## src/lc3b_types.sv

```systemverilog
package lc3b_types;

typedef logic [15:0] lc3b_word;
typedef logic [2:0] lc3b_reg;
typedef logic [2:0] lc3b_nzp;
typedef logic [127:0] lc3b_c_block;

typedef enum logic [3:0] {
	op_br   = 4'b0000,
	op_add  = 4'b0001,
	op_ldb  = 4'b0010,
	op_stb  = 4'b0011,
	op_jsr  = 4'b0100,
	op_and  = 4'b0101,
	op_ldr  = 4'b0110,
	op_str  = 4'b0111,
	op_rti  = 4'b1000,
	op_not  = 4'b1001,
	op_ldi  = 4'b1010,
	op_sti  = 4'b1011,
	op_jmp  = 4'b1100,
	op_shf  = 4'b1101,
	op_lea  = 4'b1110,
	op_trap = 4'b1111
} lc3b_opcode;

typedef enum logic [1:0] {
	alu_add,
	alu_and,
	alu_not,
	alu_pass
} lc3b_alu_op;

typedef enum logic {
	wb_alu,
	wb_mem
} lc3b_wb_sel;

typedef struct packed {
	lc3b_alu_op aluop;
	logic imm_sel;
	logic load_regfile;
	logic load_cc;
	logic mem_read;
	logic mem_write;
	logic is_br;
	lc3b_wb_sel wb_sel;
} lc3b_control_word;

typedef enum logic [1:0] {
	ms_idle,
	ms_read,
	ms_merge,
	ms_write
} mem_state;

localparam lc3b_word reset_pc = 16'h0000;
localparam int words_per_line = 8;

endpackage : lc3b_types
```

## src/mp3.sv

```systemverilog
module mp3 (
	input logic clk,
	input logic reset,
	input logic pmem_resp,
	input lc3b_types::lc3b_c_block pmem_rdata,
	output logic pmem_read,
	output logic pmem_write,
	output lc3b_types::lc3b_word pmem_address,
	output lc3b_types::lc3b_c_block pmem_wdata
);
	logic load_regs;
	logic dep_stall;
	logic br_taken;
	lc3b_types::lc3b_word target_pc;

	// stage registers
	lc3b_types::lc3b_word f_de_npc, f_de_ir;
	logic f_de_valid;
	lc3b_types::lc3b_word de_ex_npc, de_ex_ir, de_ex_sr1, de_ex_sr2;
	lc3b_types::lc3b_control_word de_ex_cw;
	lc3b_types::lc3b_nzp de_ex_cc;
	lc3b_types::lc3b_reg de_ex_dr;
	logic de_ex_valid;
	lc3b_types::lc3b_word ex_mem_address, ex_mem_result, ex_mem_data;
	lc3b_types::lc3b_control_word ex_mem_cw;
	lc3b_types::lc3b_reg ex_mem_dr;
	logic ex_mem_valid;
	lc3b_types::lc3b_word mem_wb_result, mem_wb_data;
	lc3b_types::lc3b_control_word mem_wb_cw;
	lc3b_types::lc3b_reg mem_wb_dr;
	logic mem_wb_valid;

	// register file and dependency checks
	lc3b_types::lc3b_reg sr1_id, sr2_id;
	lc3b_types::lc3b_word sr1_data, sr2_data;
	lc3b_types::lc3b_nzp cc_data;
	lc3b_types::lc3b_reg ex_dr, mem_dr, wb_dr;
	logic ex_ld_reg, mem_ld_reg, wb_ld_reg;
	logic ex_ld_cc, mem_ld_cc, wb_ld_cc;

	// memory side
	logic icache_pmem_read, icache_pmem_resp;
	lc3b_types::lc3b_word icache_pmem_address;
	logic dcache_pmem_read, dcache_pmem_write, dcache_pmem_resp;
	lc3b_types::lc3b_word dcache_pmem_address;

	arbiter arbiter_int (
		.clk, .reset,
		.icache_pmem_read, .icache_pmem_address,
		.dcache_pmem_read, .dcache_pmem_write, .dcache_pmem_address,
		.pmem_resp, .icache_pmem_resp, .dcache_pmem_resp,
		.pmem_read, .pmem_write, .pmem_address,
		.ld_regs(load_regs)
	);

	fetch fetch_int (
		.clk, .reset, .load_regs, .dep_stall, .br_taken, .target_pc,
		.resp(icache_pmem_resp), .rdata(pmem_rdata),
		.read(icache_pmem_read), .address(icache_pmem_address),
		.npc(f_de_npc), .ir(f_de_ir), .valid(f_de_valid)
	);

	decode decode_int (
		.clk, .reset, .load_regs,
		.npc_in(f_de_npc), .ir_in(f_de_ir), .valid_in(f_de_valid),
		.sr1_data, .sr2_data, .cc_data, .sr1_id, .sr2_id,
		.ex_dr, .ex_ld_reg, .ex_ld_cc, .mem_dr, .mem_ld_reg, .mem_ld_cc,
		.wb_dr, .wb_ld_reg, .wb_ld_cc, .br_taken, .dep_stall,
		.npc(de_ex_npc), .cw(de_ex_cw), .ir(de_ex_ir), .sr1(de_ex_sr1),
		.sr2(de_ex_sr2), .cc(de_ex_cc), .dr(de_ex_dr), .valid(de_ex_valid)
	);

	execute execute_int (
		.clk, .reset, .load_regs,
		.npc_in(de_ex_npc), .cw_in(de_ex_cw), .ir_in(de_ex_ir),
		.sr1(de_ex_sr1), .sr2(de_ex_sr2), .cc_in(de_ex_cc),
		.dr_in(de_ex_dr), .valid_in(de_ex_valid),
		.br_taken, .target_pc, .ex_dr, .ex_ld_reg, .ex_ld_cc,
		.address(ex_mem_address), .cw(ex_mem_cw), .result(ex_mem_result),
		.data(ex_mem_data), .dr(ex_mem_dr), .valid(ex_mem_valid)
	);

	mem mem_int (
		.clk, .reset, .load_regs,
		.address_in(ex_mem_address), .cw_in(ex_mem_cw), .result_in(ex_mem_result),
		.data_in(ex_mem_data), .dr_in(ex_mem_dr), .valid_in(ex_mem_valid),
		.resp(dcache_pmem_resp), .rdata(pmem_rdata),
		.read(dcache_pmem_read), .write(dcache_pmem_write),
		.pmem_address(dcache_pmem_address), .wdata(pmem_wdata),
		.mem_dr, .mem_ld_reg, .mem_ld_cc,
		.cw(mem_wb_cw), .result(mem_wb_result), .data(mem_wb_data),
		.dr(mem_wb_dr), .valid(mem_wb_valid)
	);

	write_back write_back_int (
		.clk, .reset,
		.cw(mem_wb_cw), .result(mem_wb_result), .data(mem_wb_data),
		.dr(mem_wb_dr), .valid(mem_wb_valid),
		.sr1_id, .sr2_id, .sr1_data, .sr2_data, .cc_data,
		.wb_dr, .wb_ld_reg, .wb_ld_cc
	);

endmodule : mp3

```

## src/write_back.sv

```systemverilog
module write_back (
	input logic clk,
	input logic reset,
	input lc3b_types::lc3b_control_word cw,
	input lc3b_types::lc3b_word result,
	input lc3b_types::lc3b_word data,
	input lc3b_types::lc3b_reg dr,
	input logic valid,
	input lc3b_types::lc3b_reg sr1_id,
	input lc3b_types::lc3b_reg sr2_id,
	output lc3b_types::lc3b_word sr1_data,
	output lc3b_types::lc3b_word sr2_data,
	output lc3b_types::lc3b_nzp cc_data,
	output lc3b_types::lc3b_reg wb_dr,
	output logic wb_ld_reg,
	output logic wb_ld_cc
);
	lc3b_types::lc3b_word regs [8];
	lc3b_types::lc3b_word reg_data;
	lc3b_types::lc3b_reg dest_reg;
	lc3b_types::lc3b_nzp cc_reg;
	lc3b_types::lc3b_nzp gen_cc;

	assign reg_data = (cw.wb_sel == lc3b_types::wb_mem) ? data : result;
	assign dest_reg = dr;
	assign wb_dr = dr;
	assign wb_ld_reg = valid && cw.load_regfile;
	assign wb_ld_cc = valid && cw.load_cc;

	assign gen_cc = {reg_data[15], reg_data == 16'h0000, !reg_data[15] && reg_data != 16'h0000};

	always_ff @(posedge clk) begin
		if (reset) begin
			for (int i = 0; i < 8; i++)
				regs[i] <= '0;
			cc_reg <= 3'b010;
		end else begin
			if (wb_ld_reg)
				regs[dest_reg] <= reg_data;
			if (wb_ld_cc)
				cc_reg <= gen_cc;
		end
	end

	// same-cycle write shows up on the read side
	assign sr1_data = (wb_ld_reg && dest_reg == sr1_id) ? reg_data : regs[sr1_id];
	assign sr2_data = (wb_ld_reg && dest_reg == sr2_id) ? reg_data : regs[sr2_id];
	assign cc_data = wb_ld_cc ? gen_cc : cc_reg;

endmodule : write_back

```

## src/arbiter.sv

```systemverilog
module arbiter (
	input logic clk,
	input logic reset,
	input logic icache_pmem_read,
	input lc3b_types::lc3b_word icache_pmem_address,
	input logic dcache_pmem_read,
	input logic dcache_pmem_write,
	input lc3b_types::lc3b_word dcache_pmem_address,
	input logic pmem_resp,
	output logic icache_pmem_resp,
	output logic dcache_pmem_resp,
	output logic pmem_read,
	output logic pmem_write,
	output lc3b_types::lc3b_word pmem_address,
	output logic ld_regs
);
	logic busy;
	logic owner_d;
	logic d_req;
	logic sel_d;

	assign d_req = dcache_pmem_read || dcache_pmem_write;

	// open grant holds, otherwise data side goes first
	assign sel_d = busy ? owner_d : d_req;

	assign pmem_read = sel_d ? dcache_pmem_read : icache_pmem_read;
	assign pmem_write = sel_d && dcache_pmem_write;
	assign pmem_address = sel_d ? dcache_pmem_address : icache_pmem_address;

	assign icache_pmem_resp = pmem_resp && !sel_d;
	assign dcache_pmem_resp = pmem_resp && sel_d;

	// pipeline moves only with both sides quiet
	assign ld_regs = !icache_pmem_read && !d_req;

	always_ff @(posedge clk) begin
		if (reset) begin
			busy <= 1'b0;
			owner_d <= 1'b0;
		end else if (pmem_resp) begin
			busy <= 1'b0;
		end else if (pmem_read || pmem_write) begin
			busy <= 1'b1;
			owner_d <= sel_d;
		end
	end

endmodule : arbiter

```

## src/mem.sv

```systemverilog
module mem (
	input logic clk,
	input logic reset,
	input logic load_regs,
	input lc3b_types::lc3b_word address_in,
	input lc3b_types::lc3b_control_word cw_in,
	input lc3b_types::lc3b_word result_in,
	input lc3b_types::lc3b_word data_in,
	input lc3b_types::lc3b_reg dr_in,
	input logic valid_in,
	input logic resp,
	input lc3b_types::lc3b_c_block rdata,
	output logic read,
	output logic write,
	output lc3b_types::lc3b_word pmem_address,
	output lc3b_types::lc3b_c_block wdata,
	output lc3b_types::lc3b_reg mem_dr,
	output logic mem_ld_reg,
	output logic mem_ld_cc,
	output lc3b_types::lc3b_control_word cw,
	output lc3b_types::lc3b_word result,
	output lc3b_types::lc3b_word data,
	output lc3b_types::lc3b_reg dr,
	output logic valid
);
	lc3b_types::mem_state state;
	lc3b_types::lc3b_c_block line_buf;
	lc3b_types::lc3b_word word_buf;
	lc3b_types::lc3b_word rdata_word;
	logic done;
	logic start;

	assign start = valid_in && (cw_in.mem_read || cw_in.mem_write) && !done;
	assign pmem_address = {address_in[15:4], 4'b0000};
	assign mem_dr = dr_in;
	assign mem_ld_reg = valid_in && cw_in.load_regfile;
	assign mem_ld_cc = valid_in && cw_in.load_cc;

	// pick the addressed word, and drop the store word into the held line
	always_comb begin
		rdata_word = rdata[15:0];
		wdata = line_buf;
		for (int i = 0; i < lc3b_types::words_per_line; i++) begin
			if (address_in[3:1] == i[2:0]) begin
				rdata_word = rdata[16*i +: 16];
				wdata[16*i +: 16] = data_in;
			end
		end
	end

	always_comb begin
		read = 1'b0;
		write = 1'b0;
		case (state)
			lc3b_types::ms_idle: read = start;
			lc3b_types::ms_read: read = 1'b1;
			default: write = 1'b1;
		endcase
	end

	always_ff @(posedge clk) begin
		if (reset) begin
			state <= lc3b_types::ms_idle;
			done <= 1'b0;
		end else if (load_regs) begin
			done <= 1'b0;
		end else begin
			case (state)
				lc3b_types::ms_idle, lc3b_types::ms_read: begin
					if (resp && cw_in.mem_write) begin
						state <= lc3b_types::ms_merge;
					end else if (resp) begin
						state <= lc3b_types::ms_idle;
						done <= 1'b1;
					end else if (read) begin
						state <= lc3b_types::ms_read;
					end
				end
				default: begin
					if (resp) begin
						state <= lc3b_types::ms_idle;
						done <= 1'b1;
					end else begin
						state <= lc3b_types::ms_write;
					end
				end
			endcase
		end
	end

	always_ff @(posedge clk) begin
		if (resp && read)
			line_buf <= rdata;
		else if (state == lc3b_types::ms_merge)
			line_buf <= wdata;
		if (resp && read)
			word_buf <= rdata_word;
	end

	always_ff @(posedge clk) begin
		if (reset)
			valid <= 1'b0;
		else if (load_regs)
			valid <= valid_in;
	end

	always_ff @(posedge clk) begin
		if (load_regs) begin
			cw <= cw_in;
			result <= result_in;
			data <= word_buf;
			dr <= dr_in;
		end
	end

endmodule : mem

```

## src/execute.sv

```systemverilog
module execute (
	input logic clk,
	input logic reset,
	input logic load_regs,
	input lc3b_types::lc3b_word npc_in,
	input lc3b_types::lc3b_control_word cw_in,
	input lc3b_types::lc3b_word ir_in,
	input lc3b_types::lc3b_word sr1,
	input lc3b_types::lc3b_word sr2,
	input lc3b_types::lc3b_nzp cc_in,
	input lc3b_types::lc3b_reg dr_in,
	input logic valid_in,
	output logic br_taken,
	output lc3b_types::lc3b_word target_pc,
	output lc3b_types::lc3b_reg ex_dr,
	output logic ex_ld_reg,
	output logic ex_ld_cc,
	output lc3b_types::lc3b_word address,
	output lc3b_types::lc3b_control_word cw,
	output lc3b_types::lc3b_word result,
	output lc3b_types::lc3b_word data,
	output lc3b_types::lc3b_reg dr,
	output logic valid
);
	lc3b_types::lc3b_word imm5;
	lc3b_types::lc3b_word off6;
	lc3b_types::lc3b_word off9;
	lc3b_types::lc3b_word alu_b;
	lc3b_types::lc3b_word alu_out;

	assign imm5 = {{11{ir_in[4]}}, ir_in[4:0]};
	// word offsets, scaled to bytes
	assign off6 = {{9{ir_in[5]}}, ir_in[5:0], 1'b0};
	assign off9 = {{6{ir_in[8]}}, ir_in[8:0], 1'b0};
	assign alu_b = cw_in.imm_sel ? imm5 : sr2;

	always_comb begin
		case (cw_in.aluop)
			lc3b_types::alu_add: alu_out = sr1 + alu_b;
			lc3b_types::alu_and: alu_out = sr1 & alu_b;
			lc3b_types::alu_not: alu_out = ~sr1;
			default: alu_out = sr1;
		endcase
	end

	assign target_pc = npc_in + off9;
	assign br_taken = valid_in && cw_in.is_br && |(ir_in[11:9] & cc_in);

	assign ex_dr = dr_in;
	assign ex_ld_reg = valid_in && cw_in.load_regfile;
	assign ex_ld_cc = valid_in && cw_in.load_cc;

	always_ff @(posedge clk) begin
		if (reset)
			valid <= 1'b0;
		else if (load_regs)
			valid <= valid_in;
	end

	always_ff @(posedge clk) begin
		if (load_regs) begin
			address <= sr1 + off6;
			cw <= cw_in;
			result <= alu_out;
			data <= sr2;
			dr <= dr_in;
		end
	end

endmodule : execute

```

## src/decode.sv

```systemverilog
module decode (
	input logic clk,
	input logic reset,
	input logic load_regs,
	input lc3b_types::lc3b_word npc_in,
	input lc3b_types::lc3b_word ir_in,
	input logic valid_in,
	input lc3b_types::lc3b_word sr1_data,
	input lc3b_types::lc3b_word sr2_data,
	input lc3b_types::lc3b_nzp cc_data,
	output lc3b_types::lc3b_reg sr1_id,
	output lc3b_types::lc3b_reg sr2_id,
	input lc3b_types::lc3b_reg ex_dr,
	input logic ex_ld_reg,
	input logic ex_ld_cc,
	input lc3b_types::lc3b_reg mem_dr,
	input logic mem_ld_reg,
	input logic mem_ld_cc,
	input lc3b_types::lc3b_reg wb_dr,
	input logic wb_ld_reg,
	input logic wb_ld_cc,
	input logic br_taken,
	output logic dep_stall,
	output lc3b_types::lc3b_word npc,
	output lc3b_types::lc3b_control_word cw,
	output lc3b_types::lc3b_word ir,
	output lc3b_types::lc3b_word sr1,
	output lc3b_types::lc3b_word sr2,
	output lc3b_types::lc3b_nzp cc,
	output lc3b_types::lc3b_reg dr,
	output logic valid
);
	lc3b_types::lc3b_opcode opcode;
	lc3b_types::lc3b_control_word cw_next;
	logic use_sr1;
	logic use_sr2;
	logic sr1_hit;
	logic sr2_hit;
	logic cc_pending;

	assign opcode = lc3b_types::lc3b_opcode'(ir_in[15:12]);
	assign sr1_id = ir_in[8:6];
	// str takes its store data from the dr field
	assign sr2_id = (opcode == lc3b_types::op_str) ? ir_in[11:9] : ir_in[2:0];

	always_comb begin
		cw_next = '0;
		cw_next.aluop = lc3b_types::alu_pass;
		cw_next.wb_sel = lc3b_types::wb_alu;
		use_sr1 = 1'b0;
		use_sr2 = 1'b0;
		case (opcode)
			lc3b_types::op_add: begin
				cw_next.aluop = lc3b_types::alu_add;
				cw_next.imm_sel = ir_in[5];
				cw_next.load_regfile = 1'b1;
				cw_next.load_cc = 1'b1;
				use_sr1 = 1'b1;
				use_sr2 = !ir_in[5];
			end
			lc3b_types::op_and: begin
				cw_next.aluop = lc3b_types::alu_and;
				cw_next.imm_sel = ir_in[5];
				cw_next.load_regfile = 1'b1;
				cw_next.load_cc = 1'b1;
				use_sr1 = 1'b1;
				use_sr2 = !ir_in[5];
			end
			lc3b_types::op_not: begin
				cw_next.aluop = lc3b_types::alu_not;
				cw_next.load_regfile = 1'b1;
				cw_next.load_cc = 1'b1;
				use_sr1 = 1'b1;
			end
			lc3b_types::op_br: cw_next.is_br = 1'b1;
			lc3b_types::op_ldr: begin
				cw_next.mem_read = 1'b1;
				cw_next.load_regfile = 1'b1;
				cw_next.load_cc = 1'b1;
				cw_next.wb_sel = lc3b_types::wb_mem;
				use_sr1 = 1'b1;
			end
			lc3b_types::op_str: begin
				cw_next.mem_write = 1'b1;
				use_sr1 = 1'b1;
				use_sr2 = 1'b1;
			end
			// everything else goes through as a no-op
			default: ;
		endcase
	end

	assign sr1_hit = (ex_ld_reg && ex_dr == sr1_id) || (mem_ld_reg && mem_dr == sr1_id)
		|| (wb_ld_reg && wb_dr == sr1_id);
	assign sr2_hit = (ex_ld_reg && ex_dr == sr2_id) || (mem_ld_reg && mem_dr == sr2_id)
		|| (wb_ld_reg && wb_dr == sr2_id);
	assign cc_pending = ex_ld_cc || mem_ld_cc || wb_ld_cc;
	assign dep_stall = valid_in && ((use_sr1 && sr1_hit) || (use_sr2 && sr2_hit)
		|| (cw_next.is_br && cc_pending));

	always_ff @(posedge clk) begin
		if (reset)
			valid <= 1'b0;
		else if (load_regs)
			valid <= valid_in && !dep_stall && !br_taken;
	end

	always_ff @(posedge clk) begin
		if (load_regs) begin
			npc <= npc_in;
			cw <= cw_next;
			ir <= ir_in;
			sr1 <= sr1_data;
			sr2 <= sr2_data;
			cc <= cc_data;
			dr <= ir_in[11:9];
		end
	end

endmodule : decode

```

## src/fetch.sv

```systemverilog
module fetch (
	input logic clk,
	input logic reset,
	input logic load_regs,
	input logic dep_stall,
	input logic br_taken,
	input lc3b_types::lc3b_word target_pc,
	input logic resp,
	input lc3b_types::lc3b_c_block rdata,
	output logic read,
	output lc3b_types::lc3b_word address,
	output lc3b_types::lc3b_word npc,
	output lc3b_types::lc3b_word ir,
	output logic valid
);
	lc3b_types::lc3b_word pc;
	lc3b_types::lc3b_word pc_plus2;
	lc3b_types::lc3b_word word_buf;
	logic have;
	logic active;

	assign pc_plus2 = pc + 16'd2;
	assign address = {pc[15:4], 4'b0000};
	// one request per pc, dropped once the word is held
	assign read = active && !have;

	always_ff @(posedge clk) begin
		if (reset) begin
			active <= 1'b0;
			have <= 1'b0;
			pc <= lc3b_types::reset_pc;
			valid <= 1'b0;
		end else begin
			active <= 1'b1;
			if (resp)
				have <= 1'b1;
			if (load_regs) begin
				if (br_taken) begin
					// wrong-path word is thrown away
					pc <= target_pc;
					have <= 1'b0;
					valid <= 1'b0;
				end else if (!dep_stall) begin
					valid <= have;
					if (have) begin
						pc <= pc_plus2;
						have <= 1'b0;
					end
				end
			end
		end
	end

	always_ff @(posedge clk) begin
		if (resp)
			word_buf <= rdata[16*pc[3:1] +: 16];
		if (load_regs && !br_taken && !dep_stall) begin
			ir <= word_buf;
			npc <= pc_plus2;
		end
	end

endmodule : fetch

```

## config.mk

```make
export PLATFORM = sky130hd
export DESIGN_NAME = mp3
export DESIGN_NICKNAME = d
export VERILOG_FILES = /design/src/lc3b_types.sv /design/src/mp3.sv /design/src/write_back.sv /design/src/arbiter.sv /design/src/mem.sv /design/src/execute.sv /design/src/decode.sv /design/src/fetch.sv
export SDC_FILE = /design/constraint.sdc
export NUM_CORES = 1
export LEC_CHECK = 0
export CAP_MARGIN = 30
export CORE_MARGIN = 4
export CORE_UTILIZATION = 50
export DETAILED_ROUTE_END_ITERATION = 8
export DONT_BUFFER_PORTS = 1
export GPL_TIMING_DRIVEN = 0
export PLACE_DENSITY = 0.64
export SYNTH_ARGS = -nofsm -noshare
export SYNTH_HDL_FRONTEND = slang
export SYNTH_SLANG_ARGS = --single-unit
```

## constraint.sdc

```tcl
create_clock -name clk -period 11.89 [get_ports clk]
set_clock_uncertainty 0.2 [all_clocks]
set_input_delay 2.378 -clock clk [delete_from_list [all_inputs] [get_ports clk]]
set_output_delay 2.378 -clock clk [all_outputs]
set_load 0.005 [all_outputs]
```

**Word-level counts from Yosys, hierarchy flattened**

Memory sizes are Yosys's and may differ from the RTL's. A register that Yosys moved wholly into a read port is not among the register bits.
Cells that the tools add are included.

- Flip-flop bits (word level): 389
- Output and inout port bits: 146
- Input port bits: 131
- Memory bits (writable): 128
- Logic and storage cells: 216
- Memories: 1

- Equality and inequality tests: 25
- Reductions and logical operators: 72
- Multiplexer cells: 64
- Add/sub/neg operators: 4
- Bitwise logic cells: 5
- Shifts and indexed selects: 1

Memory list:

| memory | words | bits a word | rd ports | clocked after memory_dff | wr ports | line | source |
|---|---|---|---|---|---|---|---|
| write_back_int.regs | 8 | 16 | 2 | 1 | 8 | write_back.sv:18 | `lc3b_types::lc3b_word regs [8];` |

Operators with widths:

| cell | count |
|---|---|
| $mux 16 | 24 |
| $mux 128 | 2 |
| $shiftx 128x8->16 | 1 |
| $add 16x16->16 | 3 |
| $pmux 16 s3 | 1 |
| $logic_and 1x1->1 | 32 |
| $mux 1 | 24 |
| $eq 3x3->1 | 6 |
| $add 16x2->16 const B | 1 |
| $and 16x16->16 | 1 |
| $logic_not 16->1 | 1 |
| $not 16->16 | 1 |
| $reduce_bool 16->1 | 1 |
| $reduce_or 16->1 | 1 |
| $eq 3x3->1 const B | 4 |
| $eq 4x3->1 const B | 3 |
| $mux 2 | 6 |
| $mux 3 | 4 |
| $logic_or 1x1->1 | 11 |
| $logic_not 1->1 | 9 |
| $reduce_or 2->1 | 4 |
| $eq 3x2->1 const B | 2 |
| $pmux 2 s3 | 1 |
| $reduce_and 2->1 | 3 |
| other kinds (19) | 25 |

**Longest topological paths before layout**

- Depth after elaboration: 13
- Gate-level depth with buffers: 13

**Cells and area by module**

From an unflattened synthesis, not the netlist that was laid out.

- Cell total of the unflattened synthesis: 2194
- Area, all modules: 29554.6 µm²

By module, submodules not included:

| module | cells each | times used | sequential area each (µm²) | area an instance (µm²) |
|---|---|---|---|---|
| mem | 729 | 1 | 5725.5 | 10700.3 |
| write_back | 534 | 1 | 3903.7 | 7312.0 |
| execute | 441 | 1 | 1821.7 | 4451.8 |
| fetch | 285 | 1 | 1821.7 | 3863.7 |
| decode | 169 | 1 | 2242.2 | 2851.5 |
| arbiter | 36 | 1 | 40.0 | 375.4 |

**Worst setup path before layout**

No wires, ideal clock.

- Kind: register -> register
- Start: register mem_int.state[1]
- End: register mem_int.line_buf[0] (enable)
- Setup slack: 1.344 ns
- Data required time: 10.898 ns
- Period minus slack after synthesis: 10.546 ns
- Cell stages (with the launch flop): 4
- Arrival time: 9.555 ns
- Path buffers: 1
- Cells stage by stage: dfxtp_1 clkbuf_1 inv_1 o21ai_0

- Longest elaborated chain between the ends: 8
- Elaborated cells on any way between the ends: 11
- Those cells by class: 2 x eq/ne; 3 x mux; 6 x reduce/logical

Ends and longest elaborated chain:

| item | line | source |
|---|---|---|
| from (decl) | mem.sv:26 | `lc3b_types::mem_state state;` |
| from (signal assigned) | mem.sv:63 | `state <= lc3b_types::ms_idle;` |
| from (signal assigned) | mem.sv:71 | `state <= lc3b_types::ms_merge;` |
| from (signal assigned) | mem.sv:73 | `state <= lc3b_types::ms_idle;` |
| $eq 2x1->1 or $logic_not 2->1 (tied branches) | mem.sv:54 | `case (state)` |
| $reduce_or 2->1 (no source line) | n/a |  |
| $mux 1 | mem.sv:54 |  |
| $logic_or 1x1->1 | arbiter.sv:22 | `assign d_req = dcache_pmem_read \|\| dcache_pmem_write;` |
| $mux 1 | arbiter.sv:25 | `assign sel_d = busy ? owner_d : d_req;` |
| $logic_and 1x1->1 | arbiter.sv:32 | `assign dcache_pmem_resp = pmem_resp && sel_d;` |
| $logic_and 1x1->1 | mem.sv:92 | `if (resp && read)` |
| $reduce_bool 2->1 (no source line) * | n/a |  |
| to (signal assigned) | mem.sv:93 | `line_buf <= rdata;` |
| to (signal assigned) | mem.sv:95 | `line_buf <= wdata;` |
| to (decl) | mem.sv:27 | `lc3b_types::lc3b_c_block line_buf;` |

Mark *: on every way between the ends. The rest lies on a longest branch, timed or not.
A chain may end at the register's enable or synchronous reset.

**Worst setup path after layout**

- Start: register execute_int.address[1]
- End: output pmem_wdata[105]

- Longest elaborated chain between the ends: 2

Ends and longest elaborated chain:

| item | line | source |
|---|---|---|
| from (decl) | execute.sv:18 | `output lc3b_types::lc3b_word address,` |
| from (signal assigned) | execute.sv:62 | `address <= sr1 + off6;` |
| $eq 3x3->1 | mem.sv:44 | `if (address_in[3:1] == i[2:0]) begin` |
| $mux 16 | mem.sv:44 |  |
| to (decl) | mp3.sv:9 | `output lc3b_types::lc3b_c_block pmem_wdata` |

No other way between the ends.

==> summary.md <==
| Metric | Value |
|---|---|
| Nets | `2,353` |
| Die area | `0.0583 mm²` |
| Setup Viol. Count Final | `0` |
| Final Hold Fails | `0` |
| CTS tree | `built` |
| Status | `finished clean` |
| Total clock sinks | `510` |
| Synthesis warning total | `0` |
| Clk_lat worst skew | `610 ps` |
| Ys flop type | `edfxtp_1` |
| Area leader, netlist | `edfxtp_1` |
| Worst EP arrival | `3820 ps` |
| Input/output buffers | `0` |
| CTS root buf | `clkbuf_16` |
| Reg power frac | `0.408` |
| I/O pin total | `277` |
| Flops & latches, synth | `510` |
| Wirelength per Cell | `28.7 µm` |
| Routability Congestion | `0.937` |
| Leakage dissipation | `10.7 nW` |
| Number of flops mapped to enable cells by yosys | `478` |
| Antenna Nets Post-Route | `0` |
| Setup WS pre-CTS | `5730 ps` |
| Vias in the first global route | `18,000` |
| Top flop regs | `mem_int.line_buf x128, write_back_int.regs x128` |
| Yosys top cell area share | `0.527` |
| Switching share of power | `0.326` |
| Cts hold-fix bufs | `0` |
| Synth area leaders | `edfxtp_1 53%, mux2_2 10%, mux4_2 7.9%` |
| Depth of the CTS H-tree | `2` |
| Global-route wire length before repair | `120 mm` |
| Netlist cell types | `75` |
| DR vias/cell | `6.53` |
| Initial antenna violation count | `3` |
| Max IR drop VDD | `0.125 mV` |
| Sequential cell area fraction in the yosys report | `0.550` |
| DPL Wire Length | `63.8 mm` |
| Initial Util | `0.505` |
| FFs w/ async S/R, synth | `0` |
| Startpoint Class | `register` |
| FP Rows | `85` |
| Layout overhead on the synthesized area | `11.0%` |
| Synth Instances | `2,100` |
| Post-Synthesis Cell Area | `0.0273 mm²` |
| Die Ht | `241 µm` |
| RSZ-0062 raised after global routing | `false` |
| Worst Max-Slew Pin Slew | `1030 ps` |
| Placed cell areas | `0.0284 mm²` |
| Critical Path Source | `execute_int.address[1]$_DFFE_PP_` |
| Max Root-Sink Buffers | `3` |
| Setup_tns | `0 ps` |
| Worst min-delay path class | `register to register` |
| Combinational share of power | `0.292` |
| Die Wd | `241 µm` |
| Slew Viols, Final | `0` |
| Crit share post-route | `0.538` |
| Final core utilization | `0.561` |
| DRC Markers | `0` |
| RR Endpoint | `mem_int.line_buf[123]$_DFFE_PP_` |
| Share of layout cells above drive strength 1 | `0.218` |
| WL final | `83.9 mm` |
| Slack of the worst reg-to-reg path | `7150 ps` |
| Crit path to | `pmem_wdata[105]` |
| Crit path required time | `9310 ps` |
| Crit path time final | `6400 ps` |
| Core box area | `0.0539 mm²` |
| CTS buffer count | `56` |
| Finished Cell Area | `0.0303 mm²` |
| Internal power | `0.00400 W` |
| Largest net degree at the start of global routing | `72` |
| Max_slew headroom | `0.314` |
| R2R cell count | `10` |
| CP Capture Type | `primary output` |
| GRT overflow | `0` |
| Cts repair resizes | `0` |
| Psw | `0.00194 W` |
| Total power | `0.00593 W` |
| Drt pass-1 iters | `5` |
| Post-CTS Setup Inserts | `0` |
| Critical path class | `register to primary output` |
| Starting DRC count in detailed routing | `2,002` |
| R2r startpoint | `mem_int.state[1]$_SDFFE_PP0P_` |
| Worst-path fanout max | `10` |
| Syn_area_per_cell | `13.0 µm²` |
| Power Density | `196 mW/mm²` |
| Part of the power in the clock network | `0.300` |
| Vias | `19,100` |
| Final Worst Setup Slack | `5490 ps` |
| MaxCap Viol Count | `0` |
| Reg clk slew, reported paths | `60 ps` |
| GRT Overall Usage | `0.277` |
| Max Freq | `0.156 GHz` |
==> worst min path at each step <==
stage	start	to	slack, ps	cells past startpoint
finish	fetch_int.npc[13]$_DFFE_PN_	decode_int.npc[13]$_DFFE_PP_	220	0
global placement	fetch_int.npc[6]$_DFFE_PN_	decode_int.npc[6]$_DFFE_PP_	200	0
global route	fetch_int.word_buf[2]$_DFFE_PP_	fetch_int.ir[2]$_DFFE_PN_	220	0
floorplan	fetch_int.ir[3]$_DFFE_PN_	decode_int.ir[3]$_DFFE_PP_	200	0
detailed placement	decode_int.cw[3]$_DFFE_PP_	execute_int.cw[3]$_DFFE_PP_	200	0
CTS	execute_int.result[8]$_DFFE_PP_	mem_int.result[8]$_DFFE_PP_	220	0
==> stage by stage <==
| stage | cells | hold slack, ps |
|---|---|---|
| after floorplan | 2103 | 200 |
| after global placement | 2799 | 201 |
| after detailed placement | 2811 | 205 |
| after CTS | 2917 | 217 |
| after global routing | 2918 | 222 |
| final | 2920 | 217 |
==> final cells by class <==
class	count	area (µm²)
fill	4439	23700
sequential	510	15000
multi-input combinational	1405	11600
clock buffer	73	1520
tap	696	871
buffer	145	582
clock inverter	33	347
timing repair buffer	13	228
inverter	43	161
antenna	2	5.00
==> power by group through the flow <==
stage / sequential, W / clock, W / combinational (W)
2_1_floorplan: 0.00238 / 0 / 0.00122
3_3_place_gp: 0.00248 / 0 / 0.00164
3_5_place_dp: 0.00245 / 0 / 0.00169
4_1_cts: 0.00242 / 0.00180 / 0.00170
5_1_grt: 0.00244 / 0.00187 / 0.00185
6_report: 0.00242 / 0.00178 / 0.00173
==> critical path: stages, from the launching register on <==
cell and delay [ps]:
edfxtp_1 450, buf_1 370, nor2b_1 770, and2_1 220, clkbuf_1 470, clkbuf_1 570, nand2_1 150, nand2_1 210
==> kinds of logic (layout without fill, tap and decap cells) <==
family,Yosys count,count (layout),share of synthesized area
buffers and inverters,188,307,0.0271
other,1,6,0.000138
muxes,384,384,0.197
xor gates and xnor gates,81,81,0.0260
adders and majority gates,48,48,0.0229
AOI/OAI and AO/OA,335,335,0.0853
DFF,510,510,0.550
and+or+nand+nor,553,553,0.0911
==> metal layers <==
layer  vias up  global-route usage  wire (µm)
met5         -                   0          0
met1      9676               0.398      33900
met4         0              0.0809       2870
li1       8161                   -          -
met3       151              0.0597       8320
met2      1079               0.431      38800
==> Yosys cell counts (all sizes together) (6+ instances only) <==
master,n
mux2,252
nand3,17
nor2b,55
o21ai,46
mux4,96
nor2,223
buf,28
nand2,169
o221ai,16
inv,43
o21a,7
xnor2,44
a221o,6
nor3b,7
mux2i,36
a31oi,21
and3,8
and2,12
nor3,24
a21oi,86
xor2,37
edfxtp,478
nand4,9
a211oi,52
clkbuf,117
a21o,10
dfxtp,32
a22oi,26
nand2b,9
or2,6
a221oi,17
ha,45
o21bai,9
==> placed cells by master, fill, tap and decap left out, drive strengths merged, types with 5 or more instances in the layout <==
cell type / count
a22oi: 26
mux2: 252
mux2i: 36
nor2b: 55
clkinv: 22
and3: 8
nor2: 223
clkbuf: 190
nor3b: 7
o21bai: 9
o21a: 7
xnor2: 44
nand4: 9
edfxtp: 478
mux4: 96
and2: 12
ha: 45
o221ai: 16
or2: 6
nand3: 17
a221o: 6
inv: 46
a221oi: 17
bufinv: 7
nand2: 169
xor2: 37
a31oi: 21
o21ai: 46
o211ai: 5
nand2b: 9
a211oi: 52
a21o: 10
a21oi: 86
nor3: 24
dfxtp: 32
buf: 41
No activity file was read; power rests on OpenSTA's default activity.
